$ cat config.mk
export PLATFORM = sky130hd
export DESIGN_NAME = tank_mover
export DESIGN_NICKNAME = d
export VERILOG_FILES = /design/src/design/tank_pkg.sv /design/src/design/tank_mover.sv
export VERILOG_INCLUDE_DIRS = /design/src /design/src/design
export SDC_FILE = /design/constraint.sdc
export NUM_CORES = 1
export LEC_CHECK = 0
export ABC_CLOCK_PERIOD_IN_PS = 8200
export BUFFER_PORTS_ARGS = -buffer_cell sky130_fd_sc_hd__buf_4
export CORE_MARGIN = 2
export CORE_UTILIZATION = 50
export CTS_BUF_LIST = sky130_fd_sc_hd__clkbuf_4 sky130_fd_sc_hd__clkbuf_8
export CTS_CLUSTER_SIZE = 10
export DETAILED_ROUTE_END_ITERATION = 10
export MAX_ROUTING_LAYER = met4
export PLACE_DENSITY = 0.75
export SLEW_MARGIN = 20
export SYNTH_ARGS = -nofsm -noshare
export SYNTH_HDL_FRONTEND = slang
export SYNTH_SLANG_ARGS = --single-unit
$ cat constraint.sdc
create_clock -name Reset -period 8.2 [get_ports Reset]
set_clock_uncertainty 0.1 [all_clocks]
set_input_delay 1.64 -clock Reset [delete_from_list [all_inputs] [get_ports Reset]]
set_output_delay 1.64 -clock Reset [all_outputs]
set_load 0.02 [all_outputs]
$ cat src/design/tank_settings.svh
//------------------------------
// tank arena settings
// field, box sizes, object counts,
// start positions and shot cadence
//------------------------------
`ifndef TANK_SETTINGS_SVH
`define TANK_SETTINGS_SVH

// visible field in pixels
`define FIELD_W      640
`define FIELD_H      480

// object boxes
`define TANK_SIZE    32
`define WALL_SIZE    32
`define BULLET_R     4    // bullet margin around a wall

// counts
`define TANK_NUM     2
`define WALL_NUM     16
`define POOL_SIZE    8    // bullet slots per tank

// frames between shots, power of two
`define FIRE_PERIOD  16

// start corners
`define TANK0_X0     200
`define TANK0_Y0     200
`define TANK1_X0     400
`define TANK1_Y0     400

`endif

$ cat src/design/tank_pkg.sv
//------------------------------
// tank arena package
// shared types and box overlap tests
//------------------------------
`default_nettype none
`include "tank_settings.svh"

package tank_pkg;

	typedef logic [9:0] coord_t;   // screen coordinate
	typedef logic [6:0] angle_t;   // fine turret angle, top 3 bits = heading

	typedef enum logic [2:0] {
		UP         = 3'd0,
		UP_LEFT    = 3'd1,
		LEFT       = 3'd2,
		DOWN_LEFT  = 3'd3,
		DOWN       = 3'd4,
		DOWN_RIGHT = 3'd5,
		RIGHT      = 3'd6,
		UP_RIGHT   = 3'd7
	} heading_e;

	typedef enum logic [7:0] {
		MK_NONE  = 8'd0,
		MK_LEFT  = 8'd1,
		MK_DOWN  = 8'd2,
		MK_UP    = 8'd3,
		MK_RIGHT = 8'd4
	} move_key_e;

	typedef enum logic [7:0] {
		TK_NONE = 8'd0,
		TK_CCW  = 8'd1,
		TK_CW   = 8'd2,
		TK_FIRE = 8'd3
	} turret_key_e;

	// tank box at corner (x,y) against wall box at (wx,wy)
	function automatic logic tank_wall_overlap(coord_t x, coord_t y, coord_t wx, coord_t wy);
		return (int'(x) < int'(wx) + `WALL_SIZE) && (int'(x) + `TANK_SIZE > int'(wx)) &&
			(int'(y) < int'(wy) + `WALL_SIZE) && (int'(y) + `TANK_SIZE > int'(wy));
	endfunction

	// bullet point near a wall, margin edges count as a touch
	function automatic logic bullet_wall_overlap(coord_t x, coord_t y, coord_t wx, coord_t wy);
		return (int'(x) + `BULLET_R >= int'(wx)) &&
			(int'(x) <= int'(wx) + `WALL_SIZE + `BULLET_R) &&
			(int'(y) + `BULLET_R >= int'(wy)) &&
			(int'(y) <= int'(wy) + `WALL_SIZE + `BULLET_R);
	endfunction

endpackage

`default_nettype wire

$ cat src/design/tank_mover.sv
//------------------------------
// tank mover
// decodes the base key into a one pixel
// step, refuses it at walls and the
// field border, holds position and heading
//------------------------------
`timescale 1ns/100ps
`default_nettype none
`include "tank_settings.svh"

module tank_mover
	import tank_pkg::*;
#(
	parameter coord_t START_X = coord_t'(`TANK0_X0),
	parameter coord_t START_Y = coord_t'(`TANK0_Y0)
) (
	input  logic      Reset,                 // frame clock
	input  logic      frame_clk,             // async reset, active high
	input  move_key_e base_key,
	input  coord_t    wall_x [`WALL_NUM],
	input  coord_t    wall_y [`WALL_NUM],
	output coord_t    tank_x,
	output coord_t    tank_y,
	output heading_e  base_heading
);

	coord_t   cand_x;
	coord_t   cand_y;
	heading_e cand_heading;
	logic     wall_block;
	logic     edge_block;

	//------------------------------
	// candidate step
	//------------------------------
	always_comb begin
		cand_x = tank_x;
		cand_y = tank_y;
		cand_heading = base_heading;
		case (base_key)
			MK_LEFT: begin
				cand_x = tank_x - coord_t'(1);
				cand_heading = LEFT;
			end
			MK_DOWN: begin
				cand_y = tank_y + coord_t'(1);
				cand_heading = DOWN;
			end
			MK_UP: begin
				cand_y = tank_y - coord_t'(1);
				cand_heading = UP;
			end
			MK_RIGHT: begin
				cand_x = tank_x + coord_t'(1);
				cand_heading = RIGHT;
			end
			default: ;   // no key, stand still
		endcase
	end

	//------------------------------
	// blocking
	//------------------------------
	always_comb begin
		wall_block = 1'b0;
		for (int w = 0; w < `WALL_NUM; w++) begin
			if (tank_wall_overlap(cand_x, cand_y, wall_x[w], wall_y[w]))
				wall_block = 1'b1;
		end
	end

	// stepping past 0 wraps high, so one upper bound covers both sides
	assign edge_block = (int'(cand_x) > `FIELD_W - `TANK_SIZE) ||
		(int'(cand_y) > `FIELD_H - `TANK_SIZE);

	always_ff @(posedge Reset or posedge frame_clk) begin
		if (frame_clk) begin
			tank_x       <= START_X;
			tank_y       <= START_Y;
			base_heading <= UP;
		end else begin
			base_heading <= cand_heading;   // turns even when blocked
			if (!wall_block && !edge_block) begin
				tank_x <= cand_x;
				tank_y <= cand_y;
			end
		end
	end

endmodule

`default_nettype wire

==> results.yml <==
power:
  max-vdd-ir-drop_v: 0.0001190
  p_total_mw: 2.471
  p_leak_nw: 10.66
  p_per_area_mw_per_mm2: 127.3
grt:
  antenna_found_initial: 3
  grt_pass1_wl_mm: 87.74
  overflow: 0
  first_global_vias: 16920
  grt.total_usage_pct: 34.17
  grt_max_degree: 29
floorplan:
  dieArea_mm2: 0.03311
  die_x_um: 182.0
  rows: 65
  core_mm2: 0.03139
  start_util_pct: 50.44
  ios: 353
  dieHeight_um: 182.0
yosys:
  async_flop_share_pct: 100.0
  ys_ff_latch: 22
  synth_edf_count: 0
  synth.net_count: 2885
  avgSynthCellArea_um2: 7.713
  yosys_warnings: 0
  synth_flop_cell: "dfrtp_1"
  netlist_area_mm2: 0.01583
  synthTopCellsByCount: "ha_1, inv_1, a21oi_1"
  yosysMostFrequentCell: "ha_1"
  post-synth-top-area-fraction_pct: 39.51
  synth_area_leader_cell: "ha_1"
  syn_inst: 2053
  synth_cell_types: 90
  synthTopCellsByArea: "ha_1, inv_1, xnor2_1"
  yosysSeqAreaShare_pct: 3.524
setup_path:
  critPathMaxFanout: 18
  cp_num_buf_inv: 2
  cp_slowest_stage_delay_ns: 0.60
  worstReg2RegEnd: "tank_y[8]"
  worst-r2r-cell-count: 19
  critical_path_class: "primary input to flip-flop"
  start_kind: "primary input"
  cp-end-kind: "flip-flop"
  crit_path_top_delay_cell: "o311ai_0"
  crit_chain: "buf_4, nor4b_2, and3_1, ha_1, a21o_1, a21oi_1, nand2_1, o311ai_0, o21ai_1, buf_4, a21oi_2, ha_1, o21ai_0, a21oi_1, nor2_1, or3_1, a211oi_1, nand3_1, o211ai_1, and4bb_1, and4b_4, nand2_4, mux2_2"
  cp_num_cells: 23
  arrival_ns: 7.78
  rrSetupSlack_ns: 2.20
  rr_startpoint: "tank_y[0]"
  crit_required_ns: 8.25
  crit_family: "compound AO/OA/AOI/OAI gates"
clocking:
  cts-hold-fix-buffers: 0
  post_cts_resized: 0
  cts_setup_buffers: 0
  clk_latency_ns: 0.26
  cts-buffers-inserted: 3
  clockRootBuffer: "clkbuf_8"
  clockBufferDepth: 2
  cts_sinks: 22
  cts_max_level: 1
  cts_tree: "built"
  path_clk_slew_ns: 0.08
sta:
  timing.fmax_ghz: 0.1294
  hold_viol: 0
  worst_slew_pin_slew_ns: 1.136
  fin_crit_ns: 7.730
  slew-limit-headroom_pct: 24.22
  whs_ns: 0.4483
  finalCritPeriodShare_pct: 94.27
  rsz0062_at_grt: "no"
  setup_tns_ns: 0
  final_max_slew_viol_count: 0
  setup_violations: 0
layout:
  nets: 3274
  drive_above_1_share_pct: 19.05
  syn2layout_area_growth_pct: 22.59
run_status:
  status: "completed"
min_path:
  holdPathStages: 2
  hp-class: "flip-flop to flip-flop"
  hold_path_end: "base_heading[2]"
  min_from: "base_heading[2]"
place:
  numPortBuffers: 351
  place_hpwl_mm: 46.83
  gp_congestion: 1.032
drt:
  viasPerCell: 6.015
  route.detailed.drc: 0
  wl_per_cell_um: 19.68
  firstDrtPassIters: 7
  vias: 17120
  postRouteWirelength_mm: 56.00
  drt_iter0_markers: 1066
  ant_nets: 0
job:
  drv_cap: 0
==> logic make-up (layout without fill, tap and decap cells) <==
logic type / after synthesis / in the layout / share of synthesized area, %
adder cells (fa/ha/maj): 512 / 512 / 40.40
AND/OR/NAND/NOR: 519 / 519 / 17.49
multiplexers: 21 / 21 / 1.667
buffers and inverters: 339 / 727 / 8.408
other: 1 / 4 / 0.02368
flip-flops: 22 / 22 / 3.524
XOR/XNOR: 112 / 112 / 6.195
AO/OA/AOI/OAI: 527 / 527 / 22.28
==> worst reg2reg max path: cells and delay by family, from the launching register on <==
kind | cells | cell delay [ns]
fa+ha+maj | 3 | 1.14
flops | 1 | 0.54
xor+xnor | 1 | 0.31
buf+inv | 1 | 0.33
mux | 1 | 0.36
simple gates | 4 | 0.81
compound gates | 9 | 2.30
==> power by group <==
group	total, mW	switching (mW)	internal [mW]	leakage (nW)
sequential	0.174	0.0421	0.132	0.275
clock	0.101	0.0357	0.0652	0.0357
combinational	2.20	1.24	0.957	10.3
==> state kept, by name (all words and copies together) (netlist names) <==
name / cells
tank_x: 10
base_heading: 2
tank_y: 10
==> cells in the final DEF, fill, tap and decap left out, types with 14 or more instances in the layout <==
master,instances
o21ai_0,101
o211ai_1,18
and3_1,26
xnor2_1,102
a31oi_1,28
nor2b_1,39
buf_4,399
nand4_1,69
a21oi_1,124
a2111oi_0,17
o32ai_1,14
ha_1,499
nor3_1,53
nor2_1,75
a21o_1,39
a211oi_1,23
nand2_1,76
o21a_1,50
nand2b_1,29
inv_1,323
nand3_1,98
dfrtp_1,16
==> how the worst max path moves through the flow <==
stage / start / endpoint / slack, ns
6_report: base_key[2] / tank_x[2] / 0.47
4_1_cts: base_key[4] / tank_y[8] / 0.38
5_1_grt: base_key[4] / tank_x[2] / 0.06
2_1_floorplan: base_key[4] / tank_y[2] / 0.01
3_5_place_dp: base_key[4] / tank_y[8] / 0.11
3_3_place_gp: base_key[4] / tank_y[4] / 0.22
==> layout make-up <==
type | instances | area [um2]
repair buffers | 399 | 2995
clock buffers | 3 | 41.29
fillers | 2876 | 11980
diodes | 3 | 7.507
clock inverters | 1 | 30.03
multi-input cells | 1692 | 14060
flip-flops and latches | 22 | 558.0
well taps | 402 | 503.0
inverters | 324 | 1216
==> metal layers <==
layer / vias to the layer above / global-route usage, % / part of all wire [%]
met5: - / - / 0
met4: 0 / 13.52 / 4.4
met3: 132 / 5.455 / 7.9
met2: 715 / 55.85 / 45
met1: 7901 / 42.17 / 43
li1: 8372 / - / -
==> per-stage QoR <==
stage | cells | setup slack (ns) | area, um2 | utilization, %
after detailed placement | 2839 | 0.1103 | 19320 | 61.54
after floorplan | 2053 | 0.01172 | 15850 | -
after global placement | 2839 | 0.2207 | 19320 | 61.54
after global routing | 2846 | 0.06425 | 19410 | 61.83
final | 2846 | 0.4695 | 19410 | 61.83
after CTS | 2843 | 0.3777 | 19390 | 61.77
Note: power is estimated with default switching activity, not from simulation.
