`src/design/tank_settings.svh`:
```
//------------------------------
// tank arena settings
// field, box sizes, object counts,
// start positions and shot cadence
//------------------------------
`ifndef TANK_SETTINGS_SVH
`define TANK_SETTINGS_SVH

// visible field in pixels
`define FIELD_W      640
`define FIELD_H      480

// object boxes
`define TANK_SIZE    32
`define WALL_SIZE    32
`define BULLET_R     4    // bullet margin around a wall

// counts
`define TANK_NUM     2
`define WALL_NUM     16
`define POOL_SIZE    8    // bullet slots per tank

// frames between shots, power of two
`define FIRE_PERIOD  16

// start corners
`define TANK0_X0     200
`define TANK0_Y0     200
`define TANK1_X0     400
`define TANK1_Y0     400

`endif

```
`src/design/tank_pkg.sv`:
```
//------------------------------
// tank arena package
// shared types and box overlap tests
//------------------------------
`default_nettype none
`include "tank_settings.svh"

package tank_pkg;

	typedef logic [9:0] coord_t;   // screen coordinate
	typedef logic [6:0] angle_t;   // fine turret angle, top 3 bits = heading

	typedef enum logic [2:0] {
		UP         = 3'd0,
		UP_LEFT    = 3'd1,
		LEFT       = 3'd2,
		DOWN_LEFT  = 3'd3,
		DOWN       = 3'd4,
		DOWN_RIGHT = 3'd5,
		RIGHT      = 3'd6,
		UP_RIGHT   = 3'd7
	} heading_e;

	typedef enum logic [7:0] {
		MK_NONE  = 8'd0,
		MK_LEFT  = 8'd1,
		MK_DOWN  = 8'd2,
		MK_UP    = 8'd3,
		MK_RIGHT = 8'd4
	} move_key_e;

	typedef enum logic [7:0] {
		TK_NONE = 8'd0,
		TK_CCW  = 8'd1,
		TK_CW   = 8'd2,
		TK_FIRE = 8'd3
	} turret_key_e;

	// tank box at corner (x,y) against wall box at (wx,wy)
	function automatic logic tank_wall_overlap(coord_t x, coord_t y, coord_t wx, coord_t wy);
		return (int'(x) < int'(wx) + `WALL_SIZE) && (int'(x) + `TANK_SIZE > int'(wx)) &&
			(int'(y) < int'(wy) + `WALL_SIZE) && (int'(y) + `TANK_SIZE > int'(wy));
	endfunction

	// bullet point near a wall, margin edges count as a touch
	function automatic logic bullet_wall_overlap(coord_t x, coord_t y, coord_t wx, coord_t wy);
		return (int'(x) + `BULLET_R >= int'(wx)) &&
			(int'(x) <= int'(wx) + `WALL_SIZE + `BULLET_R) &&
			(int'(y) + `BULLET_R >= int'(wy)) &&
			(int'(y) <= int'(wy) + `WALL_SIZE + `BULLET_R);
	endfunction

endpackage

`default_nettype wire

```
`src/design/turret_ctrl.sv`:
```
//------------------------------
// turret control
// fine angle, fire latch, shot cadence
// and spawn point of a released shot
//------------------------------
`timescale 1ns/100ps
`default_nettype none
`include "tank_settings.svh"

module turret_ctrl
	import tank_pkg::*;
(
	input  logic        Reset,             // frame clock
	input  logic        frame_clk,         // async reset, active high
	input  turret_key_e turret_key,
	input  coord_t      tank_x,
	input  coord_t      tank_y,
	output heading_e    turret_heading,
	output logic        spawn,
	output coord_t      spawn_x,
	output coord_t      spawn_y,
	output heading_e    spawn_heading
);

	localparam int CNT_W = $clog2(`FIRE_PERIOD);

	angle_t           turret_angle;
	logic             fire_latch;
	logic [CNT_W-1:0] cadence_cnt;   // free running

	assign turret_heading = heading_e'(turret_angle[6:4]);
	assign spawn          = fire_latch && (cadence_cnt == '0);
	assign spawn_heading  = turret_heading;

	always_ff @(posedge Reset or posedge frame_clk) begin
		if (frame_clk) begin
			turret_angle <= '0;
			fire_latch   <= 1'b0;
			cadence_cnt  <= '0;
		end else begin
			cadence_cnt <= cadence_cnt + CNT_W'(1);
			case (turret_key)
				TK_CCW:  turret_angle <= turret_angle + angle_t'(1);
				TK_CW:   turret_angle <= turret_angle - angle_t'(1);
				default: ;
			endcase
			// latch drops one frame after the release slot
			if (cadence_cnt == CNT_W'(1))
				fire_latch <= 1'b0;
			else if (turret_key == TK_FIRE)
				fire_latch <= 1'b1;
		end
	end

	// just outside the tank box along the heading
	always_comb begin
		case (turret_heading)
			UP, DOWN:                    spawn_x = tank_x + coord_t'(`TANK_SIZE / 2);
			DOWN_RIGHT, RIGHT, UP_RIGHT: spawn_x = tank_x + coord_t'(`TANK_SIZE);
			default:                     spawn_x = tank_x - coord_t'(1);
		endcase
		case (turret_heading)
			LEFT, RIGHT:                 spawn_y = tank_y + coord_t'(`TANK_SIZE / 2);
			DOWN_LEFT, DOWN, DOWN_RIGHT: spawn_y = tank_y + coord_t'(`TANK_SIZE);
			default:                     spawn_y = tank_y - coord_t'(1);
		endcase
	end

endmodule

`default_nettype wire

```
`config.mk`:
```
export PLATFORM = sky130hd
export DESIGN_NAME = turret_ctrl
export DESIGN_NICKNAME = d
export VERILOG_FILES = /design/src/design/tank_pkg.sv /design/src/design/turret_ctrl.sv
export VERILOG_INCLUDE_DIRS = /design/src /design/src/design
export SDC_FILE = /design/constraint.sdc
export NUM_CORES = 1
export LEC_CHECK = 0
export BUFFER_PORTS_ARGS = -buffer_cell sky130_fd_sc_hd__buf_4
export CAP_MARGIN = 0
export CORE_MARGIN = 2
export CORE_UTILIZATION = 50
export DETAILED_ROUTE_END_ITERATION = 16
export PLACE_DENSITY = 0.79
export SLEW_MARGIN = 20
export SYNTH_ARGS = -nofsm -noshare
export SYNTH_HDL_FRONTEND = slang
export SYNTH_SLANG_ARGS = --single-unit
```
`constraint.sdc`:
```
create_clock -name Reset -period 2.9 [get_ports Reset]
set_clock_uncertainty 0.05 [all_clocks]
set_input_delay 0.58 -clock Reset [delete_from_list [all_inputs] [get_ports Reset]]
set_output_delay 0.58 -clock Reset [all_outputs]
set_load 0.05 [all_outputs]
```
==> results.cfg, run 1 <==
[status]
outcome = completed

[floorplan]
core_um2 = 3050
die_h_um = 60.5
ios = 57
initial_core_util = 0.523
die_area_um2 = 3660
rows = 20
chipWidth_um = 60.5

[detailed_routing]
drcViolationCount = 0
vias = 1636
postRouteAntennaNets = 0
totalWireLength_um = 3670
drt_iter0_drc = 43
vias_per_cell = 5.36
wl_per_cell_um = 12.0
dr.pass1.iters = 4

[grt]
grt_max_degree = 15
antenna_found_initial = 0
grt_usage = 0.209
grt_pass1_wl_um = 6000
grt_overflow = 0
grt_pass1_vias = 1403

[logic_synthesis]
synth_ff_type = dfrtp_1
synth_warnings = 0
synth.distinct_cells = 46
syn_nets = 254
synth_area_um2 = 1600
ys_top_cells_by_area = dfrtp_1 19%, ha_1 13%, xnor2_1 7.7%
synthArstFlopShare = 1.00
synth_seq_area_share = 0.188
syn_inst = 207
yosysTopAreaCellShare = 0.188
synth_edf_count = 0
ys_seq_elements = 12
avgSynthCellArea_um2 = 7.71
synth_top_area_cell = dfrtp_1

[setup_path]
crit_chain = and2_1 -> a21o_1 -> and4b_1 -> or3_1 -> buf_4
critPathSlowestCell = dfrtp_2
cp.required_ps = 2270
critPathBufInv = 1
path_class = flop to primary output
worst_path_largest_cell_delay_ps = 510
critPathMaxFanout = 14
end_kind = primary output
crit_arrival_ps = 2080
crit_path_start_kind = flop
path_delay_family = simple AND/OR/NAND/NOR gates

[clock_tree]
path_clk_slew_ps = 80
tritoncts = built
ctsResizeCount = 0
h-tree-depth = 1
cts_setup_buffers = 0
holdBufCountCts = 0
clock_sinks = 12
root_buffer = clkbuf_4
insertion_delay_ps = 270
cts_made_buffers = 3
ctsLongestPathBuffers = 2

[worst_hold_path]
hp-class = input pin to asynchronous set/reset pin

[finish]
layout_common_cells = 62 x buf_4, 17 x nor2_1, 17 x inv_1, 17 x ha_1, 15 x a21oi_1
syn_to_final_growth_pct = 31.5
mostFrequentLayoutCell = buf_4
regArea_um2 = 303
drive_above_1_share = 0.299
final_core_util = 0.687
fillers = 294
nNetsFinal = 309
multi_input_area_um2 = 1170
diodes = 0

[sta]
drv_slew = 0
tightest_slew_ps = 555
finalCritPeriodShare = 0.936
fmax_ghz = 0.368
rsz0062_at_grt = false
hold_viol_final = 0
tns_ps = 0
finalCriticalPeriod_ps = 2710
setup_viol = 0
relSlewSlack = 0.626

[place]
portBuffers = 56
place_congestion = 0.820
place_hpwl_um = 2910

[power_and_ir_drop]
switching_share = 0.380
internal-power_uw = 345
p_leak_nw = 1.04
switchingPower_uw = 212
pwr-share-seq = 0.337
power_frac_clock = 0.239
p_total_uw = 556
power.density_nw_per_um2 = 265
ir_worst_vdd_mv = 0.254
pwr-share-comb = 0.425

[job]
drv_cap = 0
logic make-up (layout without fill, tap and decap cells):
logic type / Yosys count / count (layout) / synth area share
and+or+nand+nor: 73 / 73 / 0.242
AOI/OAI and AO/OA: 46 / 46 / 0.184
buffers and inverters: 30 / 84 / 0.0894
xor gates and xnor gates: 25 / 25 / 0.137
adders and majority gates: 17 / 17 / 0.133
DFF: 12 / 12 / 0.188
muxes: 4 / 4 / 0.0259
layout make-up:
type,count,share of cell area
clock buffers,4,0.0173
multi-input cells,165,0.558
flip-flops and latches,12,0.144
well taps,44,0.0262
repair buffers,62,0.222
inverters,18,0.0322
flip-flops by register name (all words and copies together) (netlist names):
register and count:
cadence_cnt 4, fire_latch 1, turret_angle 7
worst paths after layout:
path,depth (start not counted),startpoint,endpoint,slack [ps]
setup / recovery,5,turret_angle[5],spawn_y[9],190
hold / removal,2,frame_clk,turret_angle[6],250
setup reg to reg,4,turret_angle[2],turret_angle[5],1090
hold reg to reg,1,cadence_cnt[3],cadence_cnt[3],440
max in group asynchronous,2,frame_clk,turret_angle[4],2220
min in group Reset,1,cadence_cnt[3],cadence_cnt[3],440
synthesized netlist by cell type, types with 2 or more instances:
| cell | instances |
|---|---|
| a211oi_1 | 2 |
| a21o_1 | 2 |
| a21oi_1 | 15 |
| a22oi_1 | 2 |
| a31oi_1 | 2 |
| and2_1 | 2 |
| and3_1 | 3 |
| buf_4 | 6 |
| clkbuf_1 | 5 |
| dfrtp_1 | 12 |
| ha_1 | 17 |
| inv_1 | 17 |
| mux2i_1 | 3 |
| nand2_1 | 14 |
| nand2b_1 | 4 |
| nand3_1 | 7 |
| nand4_1 | 2 |
| nor2_1 | 17 |
| nor2b_1 | 2 |
| nor3_1 | 7 |
| nor4_1 | 3 |
| o21ai_0 | 10 |
| o221ai_1 | 2 |
| or3_1 | 3 |
| or4_1 | 2 |
| or4_4 | 3 |
| xnor2_1 | 14 |
| xor2_1 | 11 |
power by group through the flow:
stage	clock [mW]	sequential [mW]	combinational, mW
floorplan	0	0.186	0.147
CTS	0.136	0.187	0.237
detailed placement	0	0.189	0.237
global route	0.146	0.189	0.257
global placement	0	0.188	0.233
finish	0.133	0.187	0.236
worst reg2reg max path: cells and delay by family, from the launching register on:
| kind | cells | cell delay (ps) |
|---|---|---|
| xor gates and xnor gates | 1 | 170 |
| and+or+nand+nor | 2 | 840 |
| AOI/OAI and AO/OA | 1 | 210 |
| DFF | 1 | 470 |
metrics by stage:
stage	hold WS, ps	instances	cell area, um^2	worst slack (ps)
after floorplan	395	207	1610	41.0
after global placement	418	301	2050	65.8
after detailed placement	439	301	2050	-33.5
after CTS	273	305	2090	58.3
after global routing	290	305	2100	19.1
final	253	305	2100	186
routing by layer:
metal	vias up	wire [um]	GRT usage
met4	0	12	0.0217
met3	2	181	0.0362
met2	43	1750	0.368
met1	756	1720	0.281
met5	-	0	0
li1	835	-	-
No activity file was read; power rests on OpenSTA's default activity.
==> inputs of run 2 (changes only) <==
--- a/config.mk
+++ b/config.mk
@@ -11,6 +11,7 @@
 export CORE_MARGIN = 2
 export CORE_UTILIZATION = 50
 export DETAILED_ROUTE_END_ITERATION = 16
+export GPL_TIMING_DRIVEN = 0
 export PLACE_DENSITY = 0.79
 export SLEW_MARGIN = 20
 export SYNTH_ARGS = -nofsm -noshare
==> results.cfg, run 2 (synthesis results as in run 1) <==
[sta]
tightest_slew_ps = 484
finalCriticalPeriod_ps = 2790
tns_ps = 0
setup_viol = 0
relSlewSlack = 0.677
finalCritPeriodShare = 0.962
fmax_ghz = 0.358
hold_viol_final = 0
drv_slew = 0
rsz0062_at_grt = true

[setup_path]
cp.required_ps = 2270
critPathMaxFanout = 3
end_kind = primary output
r2r_cells = 4
reg2reg_from = turret_angle[2]
reg2reg_slack_ps = 1150
path_class = input pin to primary output
crit_path_start_kind = input pin
timing.rr.end = turret_angle[5]
crit_arrival_ps = 2160

[grt]
grt_pass1_vias = 1361
met1_usage = 0.282
busiest_layer = met2
grt_usage = 0.201
antenna_found_initial = 0
use_met2 = 0.337
grt_max_degree = 13
use_met3 = 0.0384
grt_overflow = 0
grt_pass1_wl_um = 5770

[floorplan]
ios = 57
chipWidth_um = 60.5
rows = 20
die_h_um = 60.5
die_area_um2 = 3660
core_um2 = 3050
initial_core_util = 0.523

[clock_tree]
cts_setup_buffers = 0
clock_sinks = 12
path_clk_slew_ps = 80
h-tree-depth = 1
insertion_delay_ps = 280
ctsLongestPathBuffers = 2
root_buffer = clkbuf_4
tritoncts = built
cts_made_buffers = 3
holdBufCountCts = 0

[finish]
largest_reg_flops = 7
top_register = turret_angle
mostFrequentLayoutCell = buf_4
syn_to_final_growth_pct = 34.2
final_core_util = 0.701
diodes = 0
drive_above_1_share = 0.318
layout_common_cells = 61 x buf_4, 17 x inv_1, 17 x ha_1, 16 x nor2_1, 15 x a21oi_1
reg_top3 = turret_angle x7, cadence_cnt x4, fire_latch x1
nNetsFinal = 312

[worst_hold_path]
hp-class = input pin to asynchronous set/reset pin

[place]
portBuffers = 55
place_hpwl_um = 2820
place_congestion = 0.778

[power_and_ir_drop]
power.density_nw_per_um2 = 259
p_leak_nw = 1.06
ir_worst_vdd_mv = 0.222

[detailed_routing]
dr.pass1.iters = 4
totalWireLength_um = 3550
wl_per_cell_um = 11.5
postRouteAntennaNets = 0
drt_iter0_drc = 57
drcViolationCount = 0
vias_per_cell = 5.25
vias = 1617

[status]
outcome = completed

[job]
drv_cap = 0
==> run 2: cell count changes in the layout (fill, tap and decap cells not counted), sizes merged <==
cell    change
clkbuf      +3
==> run 2: per-stage QoR <==
stage / hold slack [ps] / power [mW] / instances / cell area (um^2) / setup WS (ps)
global placement: 413 / 0.418 / 306 / 2080 / -122
global route: 283 / 0.590 / 308 / 2140 / -21.0
finish: 270 / 0.555 / 308 / 2140 / 109
floorplan: 395 / 0.333 / 207 / 1610 / 41.0
detailed placement: 423 / 0.420 / 306 / 2080 / -149
CTS: 280 / 0.558 / 309 / 2120 / 16.4
==> run 2: how the worst max path moves through the flow <==
stage	startpoint	end	slack [ps]	depth (start not counted)
floorplan	tank_x[0]	spawn_x[6]	40	6
global placement	turret_key[3]	turret_angle[6]	-120	10
detailed placement	turret_key[3]	turret_angle[6]	-150	10
CTS	tank_y[0]	spawn_y[8]	20	9
global route	tank_y[0]	spawn_y[8]	-20	9
finish	tank_y[0]	spawn_y[8]	110	9
==> run 2: area by class of cell <==
cell class / count / area [um^2]
flip-flops and latches: 12 / 302
well taps: 44 / 55.1
repair buffers: 55 / 413
clock buffers: 4 / 36.3
multi-input cells: 165 / 1200
fillers: 279 / 912
inverters: 18 / 67.6
plain buffers: 10 / 70.1
==> run 2: worst max-delay path: stages <==
cell and delay [ps]:
buf_4 90, inv_1 50, ha_1 200, nor3b_2 170
o21ai_0 300, nor3_1 100, xor2_1 160, a221o_1 320
buf_4 190
==> run 2: metal layers <==
metal	vias up	wire length, um
met5	-	0
met4	0	0
met3	0	182
met2	50	1650
met1	732	1720
li1	835	-
==> run 2: timing repair <==
item / in CTS / in global routing
resized for setup: 6 / 7
setup endpoints to repair: 7 / 10
pin swaps: 0 / 0
==> run 2: power breakdown <==
part           total [mW]  switching [mW]  internal, mW
combinational       0.233           0.141        0.0924
sequential          0.186          0.0120         0.174
clock               0.136          0.0596        0.0764
